### src/logic/opq_cfg_pkg.sv
////////////////////////////////////////
// Operand queue configuration
// Word and count sizes, buffer depths
// and the basic data types of one lane
////////////////////////////////////////

package opq_cfg_pkg;

  // One operand word as read from the register file
  localparam int unsigned ElenWidth = 64;
  // Element count of one command
  localparam int unsigned VlWidth = 16;

  // Buffer depths
  localparam int unsigned CmdBufDepth = 2;
  localparam int unsigned DataBufDepth = 2;

  // Credit count must be able to hold DataBufDepth itself
  localparam int unsigned DataCntWidth = $clog2(DataBufDepth + 1);

  // Up to 8 parts per word, for widening by 8
  localparam int unsigned PartIdxWidth = 3;

  typedef logic [ElenWidth-1:0] elen_t;
  typedef logic [VlWidth-1:0] vlen_t;
  typedef logic [PartIdxWidth-1:0] part_idx_t;

endpackage : opq_cfg_pkg

### src/logic/opq_cmd_pkg.sv
////////////////////////////////////////
// Operand queue command format
// Element width, conversion and target
// encodings, plus the conversion decode
////////////////////////////////////////

package opq_cmd_pkg;

  // Source element width
  typedef enum logic [1:0] {
    EW8  = 2'd0,
    EW16 = 2'd1,
    EW32 = 2'd2,
    EW64 = 2'd3
  } eew_e;

  // Integer widening kinds
  typedef enum logic [2:0] {
    ConvNone  = 3'd0,
    ConvSext2 = 3'd1,
    ConvSext4 = 3'd2,
    ConvSext8 = 3'd3,
    ConvZext2 = 3'd4,
    ConvZext4 = 3'd5,
    ConvZext8 = 3'd6
  } conv_e;

  // Default encoding, slide/ALU is zero
  typedef enum logic {
    FuAluSldu     = 1'b0,
    FuMfpuAddrgen = 1'b1
  } target_fu_e;

  typedef struct packed {
    opq_cfg_pkg::vlen_t vl;
    eew_e               eew;
    conv_e              conv;
    target_fu_e         target_fu;
  } opq_cmd_t;

  // Log2 of the widening factor, zero for pass-through
  function automatic logic [1:0] conv_log2_factor(conv_e conv, eew_e eew);
    logic [1:0] log2f;
    logic [2:0] dst_log2;
    case (conv)
      ConvSext2, ConvZext2: log2f = 2'd1;
      ConvSext4, ConvZext4: log2f = 2'd2;
      ConvSext8, ConvZext8: log2f = 2'd3;
      default:              log2f = 2'd0;
    endcase
    dst_log2 = {1'b0, eew} + {1'b0, log2f};
    // Destination wider than one word falls back to pass-through
    if (dst_log2 > 3'd3) begin
      log2f = 2'd0;
    end
    return log2f;
  endfunction

  function automatic logic conv_is_sext(conv_e conv);
    return conv inside {ConvSext2, ConvSext4, ConvSext8};
  endfunction

endpackage : opq_cmd_pkg

### src/logic/opq_head_if.sv
////////////////////////////////////////
// Buffer heads of the operand queue
// Command and data head with pop strobes
////////////////////////////////////////

`timescale 1ns/10ps

interface opq_head_if;
  import opq_cfg_pkg::*;
  import opq_cmd_pkg::*;

  // Command buffer head
  opq_cmd_t cmd;
  logic     cmd_empty;
  logic     cmd_pop;

  // Data buffer head
  elen_t data;
  logic  data_empty;
  logic  data_pop;

  // Buffer side drives the heads and takes the pops
  modport buf_mp (output cmd, cmd_empty, data, data_empty, input cmd_pop, data_pop);

  // Issue control only needs the command and the fill state
  modport ctrl_mp (input cmd, cmd_empty, data_empty, output cmd_pop, data_pop);

endinterface : opq_head_if

### src/logic/opq_fifo.sv
////////////////////////////////////////
// Operand queue FIFO
// Circular buffer for any payload type
// with the head valid one cycle after a push
////////////////////////////////////////

`timescale 1ns/10ps

module opq_fifo #(
  parameter type         payload_t = opq_cfg_pkg::elen_t,
  parameter int unsigned Depth     = opq_cfg_pkg::DataBufDepth
) (
  input  logic     clk_i,
  input  logic     rst_ni,
  input  logic     push_i,
  input  payload_t data_i,
  input  logic     pop_i,
  output payload_t data_o,
  output logic     empty_o,
  output logic     full_o
);

  // Payload storage
  payload_t mem_q [Depth];

  logic [$clog2(Depth)-1:0]   wr_ptr_q, rd_ptr_q;
  logic [$clog2(Depth+1)-1:0] cnt_q;

  // Pointer step that wraps at any Depth
  function automatic logic [$clog2(Depth)-1:0] next_ptr(logic [$clog2(Depth)-1:0] ptr);
    return (ptr == ($clog2(Depth))'(Depth - 1)) ? '0 : ptr + 1'b1;
  endfunction

  always_ff @(posedge clk_i) begin
    if (push_i) begin
      mem_q[wr_ptr_q] <= data_i;
    end
  end

  always_ff @(posedge clk_i or negedge rst_ni) begin
    if (!rst_ni) begin
      wr_ptr_q <= '0;
      rd_ptr_q <= '0;
      cnt_q    <= '0;
    end else begin
      if (push_i) begin
        wr_ptr_q <= next_ptr(wr_ptr_q);
      end
      if (pop_i) begin
        rd_ptr_q <= next_ptr(rd_ptr_q);
      end
      // Count stays put on a simultaneous push and pop
      if (push_i && !pop_i) begin
        cnt_q <= cnt_q + 1'b1;
      end else if (pop_i && !push_i) begin
        cnt_q <= cnt_q - 1'b1;
      end
    end
  end

  assign data_o  = mem_q[rd_ptr_q];
  assign empty_o = (cnt_q == '0);
  assign full_o  = (cnt_q == ($clog2(Depth+1))'(Depth));

  // Never pushed when full and never popped when empty
  assert property (@(posedge clk_i) disable iff (!rst_ni) push_i |-> !full_o);
  assert property (@(posedge clk_i) disable iff (!rst_ni) pop_i |-> !empty_o);

endmodule : opq_fifo

### src/logic/opq_credit_counter.sv
////////////////////////////////////////
// Data buffer credit counter
// Tracks requested plus buffered words
// so the data buffer never overflows
////////////////////////////////////////

`timescale 1ns/10ps

module opq_credit_counter (
  input  logic clk_i,
  input  logic rst_ni,
  input  logic issued_i,
  input  logic consumed_i,
  output logic ready_o
);
  import opq_cfg_pkg::*;

  logic [DataCntWidth-1:0] usage_d, usage_q;

  always_comb begin
    usage_d = usage_q;
    // Issue and consume together leave the count alone
    case ({issued_i, consumed_i})
      2'b10:   usage_d = usage_q + 1'b1;
      2'b01:   usage_d = usage_q - 1'b1;
      default: usage_d = usage_q;
    endcase
  end

  always_ff @(posedge clk_i or negedge rst_ni) begin
    if (!rst_ni) begin
      usage_q <= '0;
    end else begin
      usage_q <= usage_d;
    end
  end

  // Registered usage only, so ready follows one cycle late
  assign ready_o = (usage_q < DataCntWidth'(DataBufDepth));

  // Requester must stop issuing once credits are gone
  assert property (@(posedge clk_i) disable iff (!rst_ni)
    usage_q <= DataCntWidth'(DataBufDepth));

endmodule : opq_credit_counter

### src/logic/opq_widen_unit.sv
////////////////////////////////////////
// Integer widening of one word part
// Sign or zero extension by 2, 4 or 8,
// pass-through for none or illegal
////////////////////////////////////////

`timescale 1ns/10ps

module opq_widen_unit (
  input  opq_cfg_pkg::elen_t     word_i,
  input  opq_cmd_pkg::eew_e      eew_i,
  input  opq_cmd_pkg::conv_e     conv_i,
  input  opq_cfg_pkg::part_idx_t part_i,
  output opq_cfg_pkg::elen_t     operand_o
);
  import opq_cfg_pkg::*;
  import opq_cmd_pkg::*;

  logic [1:0] log2f;
  logic       sext;
  // First source bit of the selected part
  logic [$clog2(ElenWidth)-1:0] base;

  assign log2f = conv_log2_factor(conv_i, eew_i);
  assign sext  = conv_is_sext(conv_i);

  // Part p covers 64/F source bits starting at p*64/F
  always_comb begin
    case (log2f)
      2'd1:    base = {part_i[0], 5'b0};
      2'd2:    base = {part_i[1:0], 4'b0};
      2'd3:    base = {part_i, 3'b0};
      default: base = '0;
    endcase
  end

  always_comb begin
    // Default is the word unchanged
    operand_o = word_i;
    case (log2f)
      // Widen by 2
      2'd1: begin
        case (eew_i)
          EW8: for (int e = 0; e < 4; e++) begin
            operand_o[16*e +: 16] = {{8{sext && word_i[base + 8*e + 7]}},
                                     word_i[base + 8*e +: 8]};
          end
          EW16: for (int e = 0; e < 2; e++) begin
            operand_o[32*e +: 32] = {{16{sext && word_i[base + 16*e + 15]}},
                                     word_i[base + 16*e +: 16]};
          end
          EW32: operand_o = {{32{sext && word_i[base + 31]}}, word_i[base +: 32]};
          default: operand_o = word_i;
        endcase
      end
      // Widen by 4
      2'd2: begin
        case (eew_i)
          EW8: for (int e = 0; e < 2; e++) begin
            operand_o[32*e +: 32] = {{24{sext && word_i[base + 8*e + 7]}},
                                     word_i[base + 8*e +: 8]};
          end
          EW16: operand_o = {{48{sext && word_i[base + 15]}}, word_i[base +: 16]};
          default: operand_o = word_i;
        endcase
      end
      // Widen by 8, byte to double word
      2'd3: operand_o = {{56{sext && word_i[base + 7]}}, word_i[base +: 8]};
      default: operand_o = word_i;
    endcase
  end

endmodule : opq_widen_unit

### src/logic/opq_issue_ctrl.sv
////////////////////////////////////////
// Operand issue control
// Part and element counters, output
// valid and the pops of both buffers
////////////////////////////////////////

`timescale 1ns/10ps

module opq_issue_ctrl (
  input  logic                   clk_i,
  input  logic                   rst_ni,
  opq_head_if.ctrl_mp            head,
  input  logic                   operand_ready_i,
  output logic                   operand_valid_o,
  output opq_cfg_pkg::part_idx_t part_o
);
  import opq_cfg_pkg::*;
  import opq_cmd_pkg::*;

  part_idx_t        part_d, part_q;
  part_idx_t        part_next;
  part_idx_t        part_mask;
  vlen_t            vl_d, vl_q;
  vlen_t            elems;
  logic [VlWidth:0] vl_next;
  logic [1:0]       log2f;
  logic [2:0]       dst_log2;
  logic             transfer;
  logic             cmd_done;

  ////////////////////////////////////////
  // Output handshake
  ////////////////////////////////////////

  // Valid needs both a command and a word at the heads
  assign operand_valid_o = !head.cmd_empty && !head.data_empty;
  assign transfer        = operand_valid_o && operand_ready_i;
  assign part_o          = part_q;

  ////////////////////////////////////////
  // Counters
  ////////////////////////////////////////

  assign log2f    = conv_log2_factor(head.cmd.conv, head.cmd.eew);
  assign dst_log2 = {1'b0, head.cmd.eew} + {1'b0, log2f};
  // Elements per output word, 64 over destination width
  assign elems    = vlen_t'(4'd8 >> dst_log2);

  // Part index wraps after F parts, at once for F of 1
  assign part_mask = part_idx_t'((4'd1 << log2f) - 4'd1);
  assign part_next = (part_q + 3'd1) & part_mask;

  // One extra bit so the compare cannot wrap
  assign vl_next  = {1'b0, vl_q} + {1'b0, elems};
  assign cmd_done = (vl_next >= {1'b0, head.cmd.vl});

  always_comb begin
    part_d        = part_q;
    vl_d          = vl_q;
    head.data_pop = 1'b0;
    head.cmd_pop  = 1'b0;
    if (transfer) begin
      part_d = part_next;
      vl_d   = vl_next[VlWidth-1:0];
      // Word used up
      if (part_next == '0) begin
        head.data_pop = 1'b1;
      end
      // Command finished, drop the word too and start over
      if (cmd_done) begin
        head.data_pop = 1'b1;
        head.cmd_pop  = 1'b1;
        part_d        = '0;
        vl_d          = '0;
      end
    end
  end

  always_ff @(posedge clk_i or negedge rst_ni) begin
    if (!rst_ni) begin
      part_q <= '0;
      vl_q   <= '0;
    end else begin
      part_q <= part_d;
      vl_q   <= vl_d;
    end
  end

  // Pops only ever come with an accepted transfer
  assert property (@(posedge clk_i) disable iff (!rst_ni)
    (head.data_pop || head.cmd_pop) |-> transfer);

  // An offered operand stays offered until it is taken
  assert property (@(posedge clk_i) disable iff (!rst_ni)
    (operand_valid_o && !operand_ready_i) |=> operand_valid_o);

endmodule : opq_issue_ctrl

### src/logic/operand_queue.sv
////////////////////////////////////////
// Operand queue, one vector lane
// Buffers commands and register file
// words and issues them, optionally
// widened, to the functional units
////////////////////////////////////////

`timescale 1ns/10ps

module operand_queue (
  input  logic                    clk_i,
  input  logic                    rst_ni,
  // Operand requester
  input  opq_cmd_pkg::opq_cmd_t   cmd_i,
  input  logic                    cmd_valid_i,
  // Register file
  input  opq_cfg_pkg::elen_t      operand_i,
  input  logic                    operand_valid_i,
  input  logic                    operand_issued_i,
  output logic                    operand_queue_ready_o,
  // Functional units
  output opq_cfg_pkg::elen_t      operand_o,
  output opq_cmd_pkg::target_fu_e operand_target_fu_o,
  output logic                    operand_valid_o,
  input  logic                    operand_ready_i
);
  import opq_cfg_pkg::*;
  import opq_cmd_pkg::*;

  opq_head_if head_if ();
  part_idx_t  part;

  ////////////////////////////////////////
  // Buffers
  ////////////////////////////////////////

  opq_fifo #(
    .payload_t(opq_cmd_t),
    .Depth    (CmdBufDepth)
  ) i_cmd_buffer (
    .clk_i  (clk_i),
    .rst_ni (rst_ni),
    .push_i (cmd_valid_i),
    .data_i (cmd_i),
    .pop_i  (head_if.cmd_pop),
    .data_o (head_if.cmd),
    .empty_o(head_if.cmd_empty),
    .full_o ()
  );

  // Credits keep this one from ever filling past its depth
  opq_fifo #(
    .payload_t(elen_t),
    .Depth    (DataBufDepth)
  ) i_data_buffer (
    .clk_i  (clk_i),
    .rst_ni (rst_ni),
    .push_i (operand_valid_i),
    .data_i (operand_i),
    .pop_i  (head_if.data_pop),
    .data_o (head_if.data),
    .empty_o(head_if.data_empty),
    .full_o ()
  );

  opq_credit_counter i_credit_counter (
    .clk_i     (clk_i),
    .rst_ni    (rst_ni),
    .issued_i  (operand_issued_i),
    .consumed_i(head_if.data_pop),
    .ready_o   (operand_queue_ready_o)
  );

  ////////////////////////////////////////
  // Conversion and issue
  ////////////////////////////////////////

  opq_widen_unit i_widen_unit (
    .word_i   (head_if.data),
    .eew_i    (head_if.cmd.eew),
    .conv_i   (head_if.cmd.conv),
    .part_i   (part),
    .operand_o(operand_o)
  );

  opq_issue_ctrl i_issue_ctrl (
    .clk_i          (clk_i),
    .rst_ni         (rst_ni),
    .head           (head_if.ctrl_mp),
    .operand_ready_i(operand_ready_i),
    .operand_valid_o(operand_valid_o),
    .part_o         (part)
  );

  // Target unit comes straight from the head command
  assign operand_target_fu_o = head_if.cmd.target_fu;

endmodule : operand_queue

### config.mk
export PLATFORM = sky130hd
export DESIGN_NAME = operand_queue
export DESIGN_NICKNAME = d
export VERILOG_FILES = /design/src/logic/opq_cfg_pkg.sv /design/src/logic/opq_cmd_pkg.sv /design/src/logic/opq_head_if.sv /design/src/logic/opq_fifo.sv /design/src/logic/opq_credit_counter.sv /design/src/logic/opq_widen_unit.sv /design/src/logic/opq_issue_ctrl.sv /design/src/logic/operand_queue.sv
export SDC_FILE = /design/constraint.sdc
export NUM_CORES = 1
export LEC_CHECK = 0
export BUFFER_PORTS_ARGS = -buffer_cell sky130_fd_sc_hd__buf_2
export CORE_ASPECT_RATIO = 0.6
export CORE_MARGIN = 4
export CORE_UTILIZATION = 35
export CTS_CLUSTER_SIZE = 40
export DETAILED_ROUTE_END_ITERATION = 10
export GPL_TIMING_DRIVEN = 1
export PLACE_DENSITY = 0.57
export REMOVE_ABC_BUFFERS = 1
export SLEW_MARGIN = 20
export SYNTH_ARGS = -nofsm -noshare
export SYNTH_HDL_FRONTEND = slang
export SYNTH_SLANG_ARGS = --single-unit
export TNS_END_PERCENT = 10
### constraint.sdc
create_clock -name clk_i -period 10.8 [get_ports clk_i]
set_input_delay 2.16 -clock clk_i [delete_from_list [all_inputs] [get_ports clk_i]]
set_output_delay 2.16 -clock clk_i [all_outputs]
set_load 0.02 [all_outputs]
# After elaboration in Yosys (flattened, before gate mapping)
# Memory sizes are Yosys's and may differ from the RTL's.
# Index checks and enable logic that the tools add are counted.
word_totals:
  ram_bits: 172
  elab_cells: 141
  inputBits: 92
  out_inout_bits: 67
  n_memories: 2
  ff_bits: 29
memory_table:
  columns: ["name", "depth", "word_bits", "rd", "rd_clocked_by_memory_dff", "wr", "line", "source"]
  rows:
  - ["i_data_buffer.mem_q", 2, 64, 1, 0, 1, "opq_fifo.sv:24", "payload_t mem_q [Depth];"]
  - ["i_cmd_buffer.mem_q", 2, 22, 1, 0, 1, "opq_fifo.sv:24", null]
op_classes:
  n_eq_ne: 13
  shift: 11
  n_reduce_logical: 30
  n_addsub: 25
  n_bitwise: 1
  magnitude_cmp: 10
  muxes: 40
ops:
  columns: ["op", "n"]
  rows:
  - ["64-bit case mux with 3 select lines", 2]
  - ["32-bit by 7-bit less-than comparator with 1-bit output (second input constant)", 6]
  - ["64-bit by 33-bit variable part select with 8-bit output", 3]
  - ["64-bit case mux with 2 select lines", 1]
  - ["64-bit by 7-bit variable part select with 16-bit output", 2]
  - ["64-bit by 7-bit variable part select with 8-bit output", 2]
  - ["32-bit by 3-bit adder with 32-bit output (second input constant)", 3]
  - ["64-bit by 33-bit variable part select with 16-bit output", 1]
  - ["64-bit by 7-bit variable part select with 32-bit output", 1]
  - ["1-bit binary-select mux with 6-bit select", 7]
  - ["32-bit by 4-bit adder with 32-bit output (second input constant)", 1]
  - ["6-bit by 5-bit adder with 7-bit output (second input constant)", 3]
  - ["1-bit two-way mux", 20]
  - ["6-bit case mux with 3 select lines", 1]
  - ["16-bit by 16-bit adder with 17-bit output", 1]
  - ["17-bit by 16-bit >= comparator with 1-bit output", 1]
  - ["16-bit two-way mux", 1]
  - ["4-bit by 3-bit right shift with 16-bit output (first input constant)", 1]
  - ["6-bit by 4-bit adder with 7-bit output (second input constant)", 2]
  - ["1-bit logical AND", 13]
  - ["2-bit two-way mux", 5]
  - ["3-bit equality test (second input constant)", 3]
  - ["2-bit equality test (second input constant)", 4]
  - ["6-bit by 3-bit adder with 7-bit output (second input constant)", 1]
  - ["other kinds (23)", 45]

# Logic depth before layout (Yosys ltp)
# An unclocked memory read counts as a cell.
logic_depth:
  word_depth: 17
  ltp_mapped: 30
  depth_no_buf: 29

# Modules after synthesis
# A second synthesis with hierarchy kept.
unflattened:
  cells_unflattened: 1281
  area_unflattened_um2: 13033.8
modules_own_cells:
  columns: ["mod", "area_each_um2", "cells_per_inst", "seq_area_each_um2", "n_inst"]
  rows:
  - ["opq_fifo (i_data_buffer)", 5011.1, 215, 3943.8, 1]
  - ["opq_widen_unit", 4280.4, 754, 0.0, 1]
  - ["opq_issue_ctrl", 1864.3, 219, 475.5, 1]
  - ["opq_fifo (i_cmd_buffer)", 1778.0, 84, 1421.4, 1]
  - ["opq_credit_counter", 100.1, 9, 50.0, 1]

# Worst setup path after synthesis
# Ideal clock, no wire load.
synth_timing:
  kind: "register to output"
  startpoint: "register i_cmd_buffer.rd_ptr_q"
  endpoint: "output operand_o[42]"
  path_slack_ns: 4.485
  n_path_buf: 4
  path_stages_with_launch: 16
  arrival_ns: 4.155
  required_ns: 8.640
  path_cell_list: "dfrtp_1 buf_6 mux2_4 or4_4 a21boi_2 nor2_2 inv_2 clkbuf_1 buf_1 ha_1 xnor2_1 mux2_4 o21ai_4 nor2_2 buf_6 a221oi_1"
synth_between:
  elab_chain_cells: 16
  elab_cells_between_ends: 48
  classes_between: "add/sub (8); order compare (1); eq/ne (11); shift (1); mux (16); reduce/logical (10); memory (1)"
synth_rtl:
  columns: ["element", "line", "source"]
  rows:
  - ["start: declaration", "opq_fifo.sv:26", "logic [$clog2(Depth)-1:0] wr_ptr_q, rd_ptr_q;"]
  - ["start signal: assignment", "opq_fifo.sv:50", "rd_ptr_q <= next_ptr(rd_ptr_q);"]
  - ["memory 2 x 22 bit (*)", null, null]
  - ["3-bit by 2-bit equality test with 1-bit output (tied with other cells)", "opq_cmd_pkg.sv:45, opq_cmd_pkg.sv:60", null]
  - ["2-bit OR reduction", "opq_cmd_pkg.sv:45", "case (conv)"]
  - ["2-bit case mux with 3 select lines", "opq_cmd_pkg.sv:45", null]
  - ["2-bit by 2-bit adder with 3-bit output", "opq_cmd_pkg.sv:51", "dst_log2 = {1'b0, eew} + {1'b0, log2f};"]
  - ["3-bit by 2-bit > comparator with 1-bit output", "opq_cmd_pkg.sv:53", "if (dst_log2 > 3'd3) begin"]
  - ["2-bit two-way mux", "opq_cmd_pkg.sv:53", null]
  - ["2-bit equality test or 2-bit by 1-bit equality test with 1-bit output (tied branches)", "opq_widen_unit.sv:29, opq_widen_unit.sv:40", null]
  - ["6-bit case mux with 3 select lines", "opq_widen_unit.sv:29", "case (log2f)"]
  - ["6-bit by 5-bit adder with 7-bit output or 6-bit by 4-bit adder with 7-bit output (tied branches)", "opq_widen_unit.sv:45, opq_widen_unit.sv:50, opq_widen_unit.sv:60", null]
  - ["32-bit by 3-bit adder with 32-bit output (on tied branches)", "opq_widen_unit.sv:45, opq_widen_unit.sv:60", null]
  - ["1-bit binary-select mux with 6-bit select (on tied branches)", "opq_widen_unit.sv:45, opq_widen_unit.sv:60", null]
  - ["1-bit two-way mux (on tied branches)", "opq_widen_unit.sv:45, opq_widen_unit.sv:60", null]
  - ["1-bit logical AND (on tied branches)", "opq_widen_unit.sv:45, opq_widen_unit.sv:60", null]
  - ["64-bit case mux with 3 select lines or 64-bit case mux with 2 select lines (tied branches)", "opq_widen_unit.sv:43, opq_widen_unit.sv:58", null]
  - ["64-bit case mux with 3 select lines (*)", "opq_widen_unit.sv:40", "case (log2f)"]
  - ["end: declaration", "operand_queue.sv:22", "output opq_cfg_pkg::elen_t operand_o,"]
# Mark *: on every way between the ends. The rest lies on a longest branch, timed or not. The select of a mux whose other input is x is not followed.

# Worst setup path after layout
layout_timing:
  startpoint: "register i_cmd_buffer.rd_ptr_q"
  endpoint: "register i_data_buffer.cnt_q[1]"
layout_between:
  elab_chain_cells: 17
  elab_cells_between_ends: 30
  classes_between: "add/sub (4); order compare (2); eq/ne (6); shift (2); mux (6); bitwise (1); reduce/logical (8); memory (1)"
layout_rtl:
  columns: ["element", "line", "source"]
  rows:
  - ["memory 2 x 22 bit (*)", null, null]
  - ["parallel branches: the longest is 11 deep, another holds 16-bit by 16-bit adder with 17-bit output", null, null]
  - ["1-bit two-way mux (*)", "opq_issue_ctrl.sv:70", "if (cmd_done) begin"]
  - ["1-bit two-way mux (*)", "opq_issue_ctrl.sv:62", "if (transfer) begin"]
  - ["via head_if.data_pop", "opq_head_if.sv:20", "logic data_pop;"]
  - ["1-bit zero test", "opq_fifo.sv:53", "if (push_i && !pop_i) begin"]
  - ["1-bit logical AND", "opq_fifo.sv:53", null]
  - ["2-bit two-way mux or 2-bit nonzero test (tied branches)", null, null]
  - ["end signal: assignment", "opq_fifo.sv:54", "cnt_q <= cnt_q + 1'b1;"]
  - ["end signal: assignment", "opq_fifo.sv:56", "cnt_q <= cnt_q - 1'b1;"]
  - ["end: declaration", "opq_fifo.sv:27", "logic [$clog2(Depth+1)-1:0] cnt_q;"]
# Mark *: on every way through the listed nets, which the timed path passes.
# A chain may end at the register's enable or synchronous reset.

==> key figures <==
Floorplan
  – Row cnt: 50
  – Num ports: between 150 and 200
  – Initial core utilization: 0.361
  – Die height: approximately 150 microns
  – Placeable core area: roughly 32000 sq um
  – Die width: about 240 microns
  – Die area: about 36000 sq um

Timing
  – Post-layout minimum cycle time: about 8.4 ns
  – Unrepaired setup endpoints after global routing: false
  – Final WS setup: approximately 2.4 ns
  – Hold WS: 0.475 ns
  – Setup_tns: 0 ns
  – Slew Viols, Final: 0
  – Clock Skew: 0.0173 ns
  – Fin. Hold Viols: 0
  – Slew HR: 0.308
  – Max Clock Freq: 120 MHz
  – Period utilisation layout: 0.775
  – Final setup viols: 0
  – Worst Tran Pin Value: ~1.0 ns

Clock tree
  – Setup Buffers After CTS: 0
  – Clk Tree Root Cell: clkbuf_16
  – CTS Buffer Depth: 3
  – TritonCTS clock tree: built
  – Num Clock Sinks: roughly 200
  – Clock insertion delay at the later pin of the skew report: approximately 0.53 ns
  – CTS buffer count: 22
  – H-tree depth: 1
  – Post-CTS sizing: 0
  – Cts hold-fix bufs: 0
  – CTS clock-pin slew for the worst setup and hold paths: roughly 0.070 ns

Setup path
  – Crit-path max cell delay: approximately 0.8 ns
  – WP data arrival: 8.78 ns
  – R2r setup slk: about 2.4 ns
  – Crit. path cell count: 29
  – Cell repeated most along the worst path: ha_1
  – Delay-heaviest family, CP: simple AND/OR/NAND/NOR gates
  – Crit path from: i_cmd_buffer.rd_ptr_q
  – Slowest CP cell: mux2i_2
  – Worst Path Required: ~11 ns
  – Critical Path Source Type: register
  – Worst Setup EP: i_data_buffer.cnt_q[1]
  – Reg2reg start: i_cmd_buffer.rd_ptr_q
  – CP max FO: 20
  – Buf/Inv on CP: 3
  – RR Endpoint: i_data_buffer.cnt_q[1]
  – Critical setup path kind: reg -> reg
  – Register-to-Register Path Depth: 29
  – CP endpoint kind: register

Detailed routing
  – Vias per cell: about 5.7
  – First-pass iteration count of the detailed router: 5
  – Remaining antenna violation count: 0
  – DR vias: about 9100
  – # DRC: 0
  – Final WL: 36.2 mm
  – Routed len/inst: 22.8 microns
  – DRT iter0 DRCs: between 1000 and 1500

Logic synthesis
  – Post-synthesis instance total: approximately 1000
  – Mean Syn Cell Area: ~11 sq um
  – Register area share after synthesis: 0.515
  – Ys Warns: 0
  – Post-synthesis cell type count: between 70 and 80
  – Most frequent cells after synthesis: 172 x edfxtp_1, 98 x nand2_1, 69 x nor2_1, 66 x o21ai_0, 64 x mux2i_1
  – Post-synth top area cell: edfxtp_1
  – FFs w/ async S/R, synth: 0.144
  – Main synth FF type: edfxtp_1
  – Mapped cell area: around 11000 sq um
  – Main area contributors after synthesis: edfxtp_1 45%, dfrtp_1 6.3%, mux2i_1 5.6%
  – Most instantiated library cell after synthesis: edfxtp_1
  – Seq cells post-synth: 201
  – Post-synth EDFFs: 172
  – Yosys top cell area share: 0.451

Global route
  – Vias in the first global route: 8513
  – Initial antenna violation count: 3
  – First-pass GRT wire length: around 54 mm
  – Largest net degree at the start of global routing: 65
  – GRT Util Overall: 0.197
  – Global route total overflow: 0

Min path
  – Hold crit path type: reg -> reg

Placement
  – HPWL after DPL: between 20 and 30 mm
  – Pre-CTS WS: approximately 2.7 ns
  – Number of cells after detailed placement: roughly 1500
  – Placer's final routability congestion estimate: ~0.95
  – Port bufs: 158

Power and ir drop
  – P_leak: 5.19 nW
  – VDD IR max: roughly 0.17 mV
  – Power per cell area: approximately 350 nW/um^2

Finish
  – Layout cell share with drive strength beyond 1: 0.241
  – Fin cells: 1586
  – N_diodes: 0
  – Number of fill cells: ~3000
  – Final Core Density: 0.420
  – Nets: roughly 1300
  – Area growth syn-to-layout: 16.5%

Job
  – Max Cap Violations: 0

Status
  – Status: complete, no violations
worst min-delay path by stage:
stage / to / slack [ns] / cells past startpoint / startpoint
3_5_place_dp: i_cmd_buffer.cnt_q[1] / 0.47 / 1 / i_cmd_buffer.cnt_q[1]
5_1_grt: i_cmd_buffer.cnt_q[1] / 0.50 / 1 / i_cmd_buffer.cnt_q[1]
4_1_cts: i_cmd_buffer.cnt_q[1] / 0.48 / 1 / i_cmd_buffer.cnt_q[1]
2_1_floorplan: i_data_buffer.cnt_q[1] / 0.44 / 1 / i_data_buffer.cnt_q[1]
6_report: i_cmd_buffer.cnt_q[1] / 0.47 / 1 / i_cmd_buffer.cnt_q[1]
3_3_place_gp: i_data_buffer.cnt_q[1] / 0.46 / 1 / i_data_buffer.cnt_q[1]
metrics by stage:
| stage | cell area (sq um) | total power, mW |
|---|---|---|
| 2_1_floorplan | 11200 | 2.88 |
| 3_3_place_gp | 12600 | 3.83 |
| 3_5_place_dp | 12600 | 3.84 |
| 4_1_cts | 13300 | 4.60 |
| 5_1_grt | 13300 | 4.86 |
| 6_report | 13300 | 4.60 |
power breakdown:
part / leakage (nW) / switching, mW / internal (mW)
Sequential: 1.98 / 0.0949 / 1.03
Combinational: 2.86 / 1.83 / 0.888
Clock: 0.352 / 0.317 / 0.435
sequential cells by signal (all words and copies together), names as in the netlist:
| name | count |
|---|---|
| i_cmd_buffer.cnt_q | 2 |
| i_data_buffer.rd_ptr_q | 1 |
| i_credit_counter.usage_q | 2 |
| i_cmd_buffer.rd_ptr_q | 1 |
| i_issue_ctrl.part_o | 3 |
| i_data_buffer.wr_ptr_q | 1 |
| i_cmd_buffer.mem_q | 44 |
| i_issue_ctrl.vl_q | 16 |
| i_cmd_buffer.wr_ptr_q | 1 |
| i_data_buffer.mem_q | 128 |
| i_data_buffer.cnt_q | 2 |
metal layers:
| layer | routed length [microns] | GRT usage | up-vias |
|---|---|---|---|
| li1 | - | - | 4171 |
| met1 | 16800 | 0.301 | 4375 |
| met2 | 15100 | 0.276 | 447 |
| met3 | 3410 | 0.0548 | 54 |
| met4 | 857 | 0.0441 | 6 |
| met5 | 34 | 0 | - |
cell families after synthesis:
group           after synthesis  synth area share
xor+xnor                     33            0.0266
simple gates                289             0.122
fa+ha+maj                    32            0.0354
buf+inv                      78            0.0302
mux                         103             0.107
compound gates              282             0.164
flops                       201             0.515
final cells by class:
type                       instances  area, sq um  area share
clock buffer                      30          632      0.0474
clock inverter                     9         80.1     0.00601
inverter                          18         70.1     0.00526
multi-input combinational        739         5220       0.392
sequential                       201         5890       0.442
tap                              416          520      0.0391
timing repair buffer             173          903      0.0678
placed cells by master, fill, tap and decap left out, types with 26 or more instances in the layout:
cell	n
a21oi_1	59
dfrtp_1	28
mux2i_1	64
nand3_1	26
buf_2	158
nand2_1	98
o21ai_0	66
ha_1	30
edfxtp_1	172
o22ai_1	28
nor2_1	68
No activity file was read; power rests on OpenSTA's default activity.
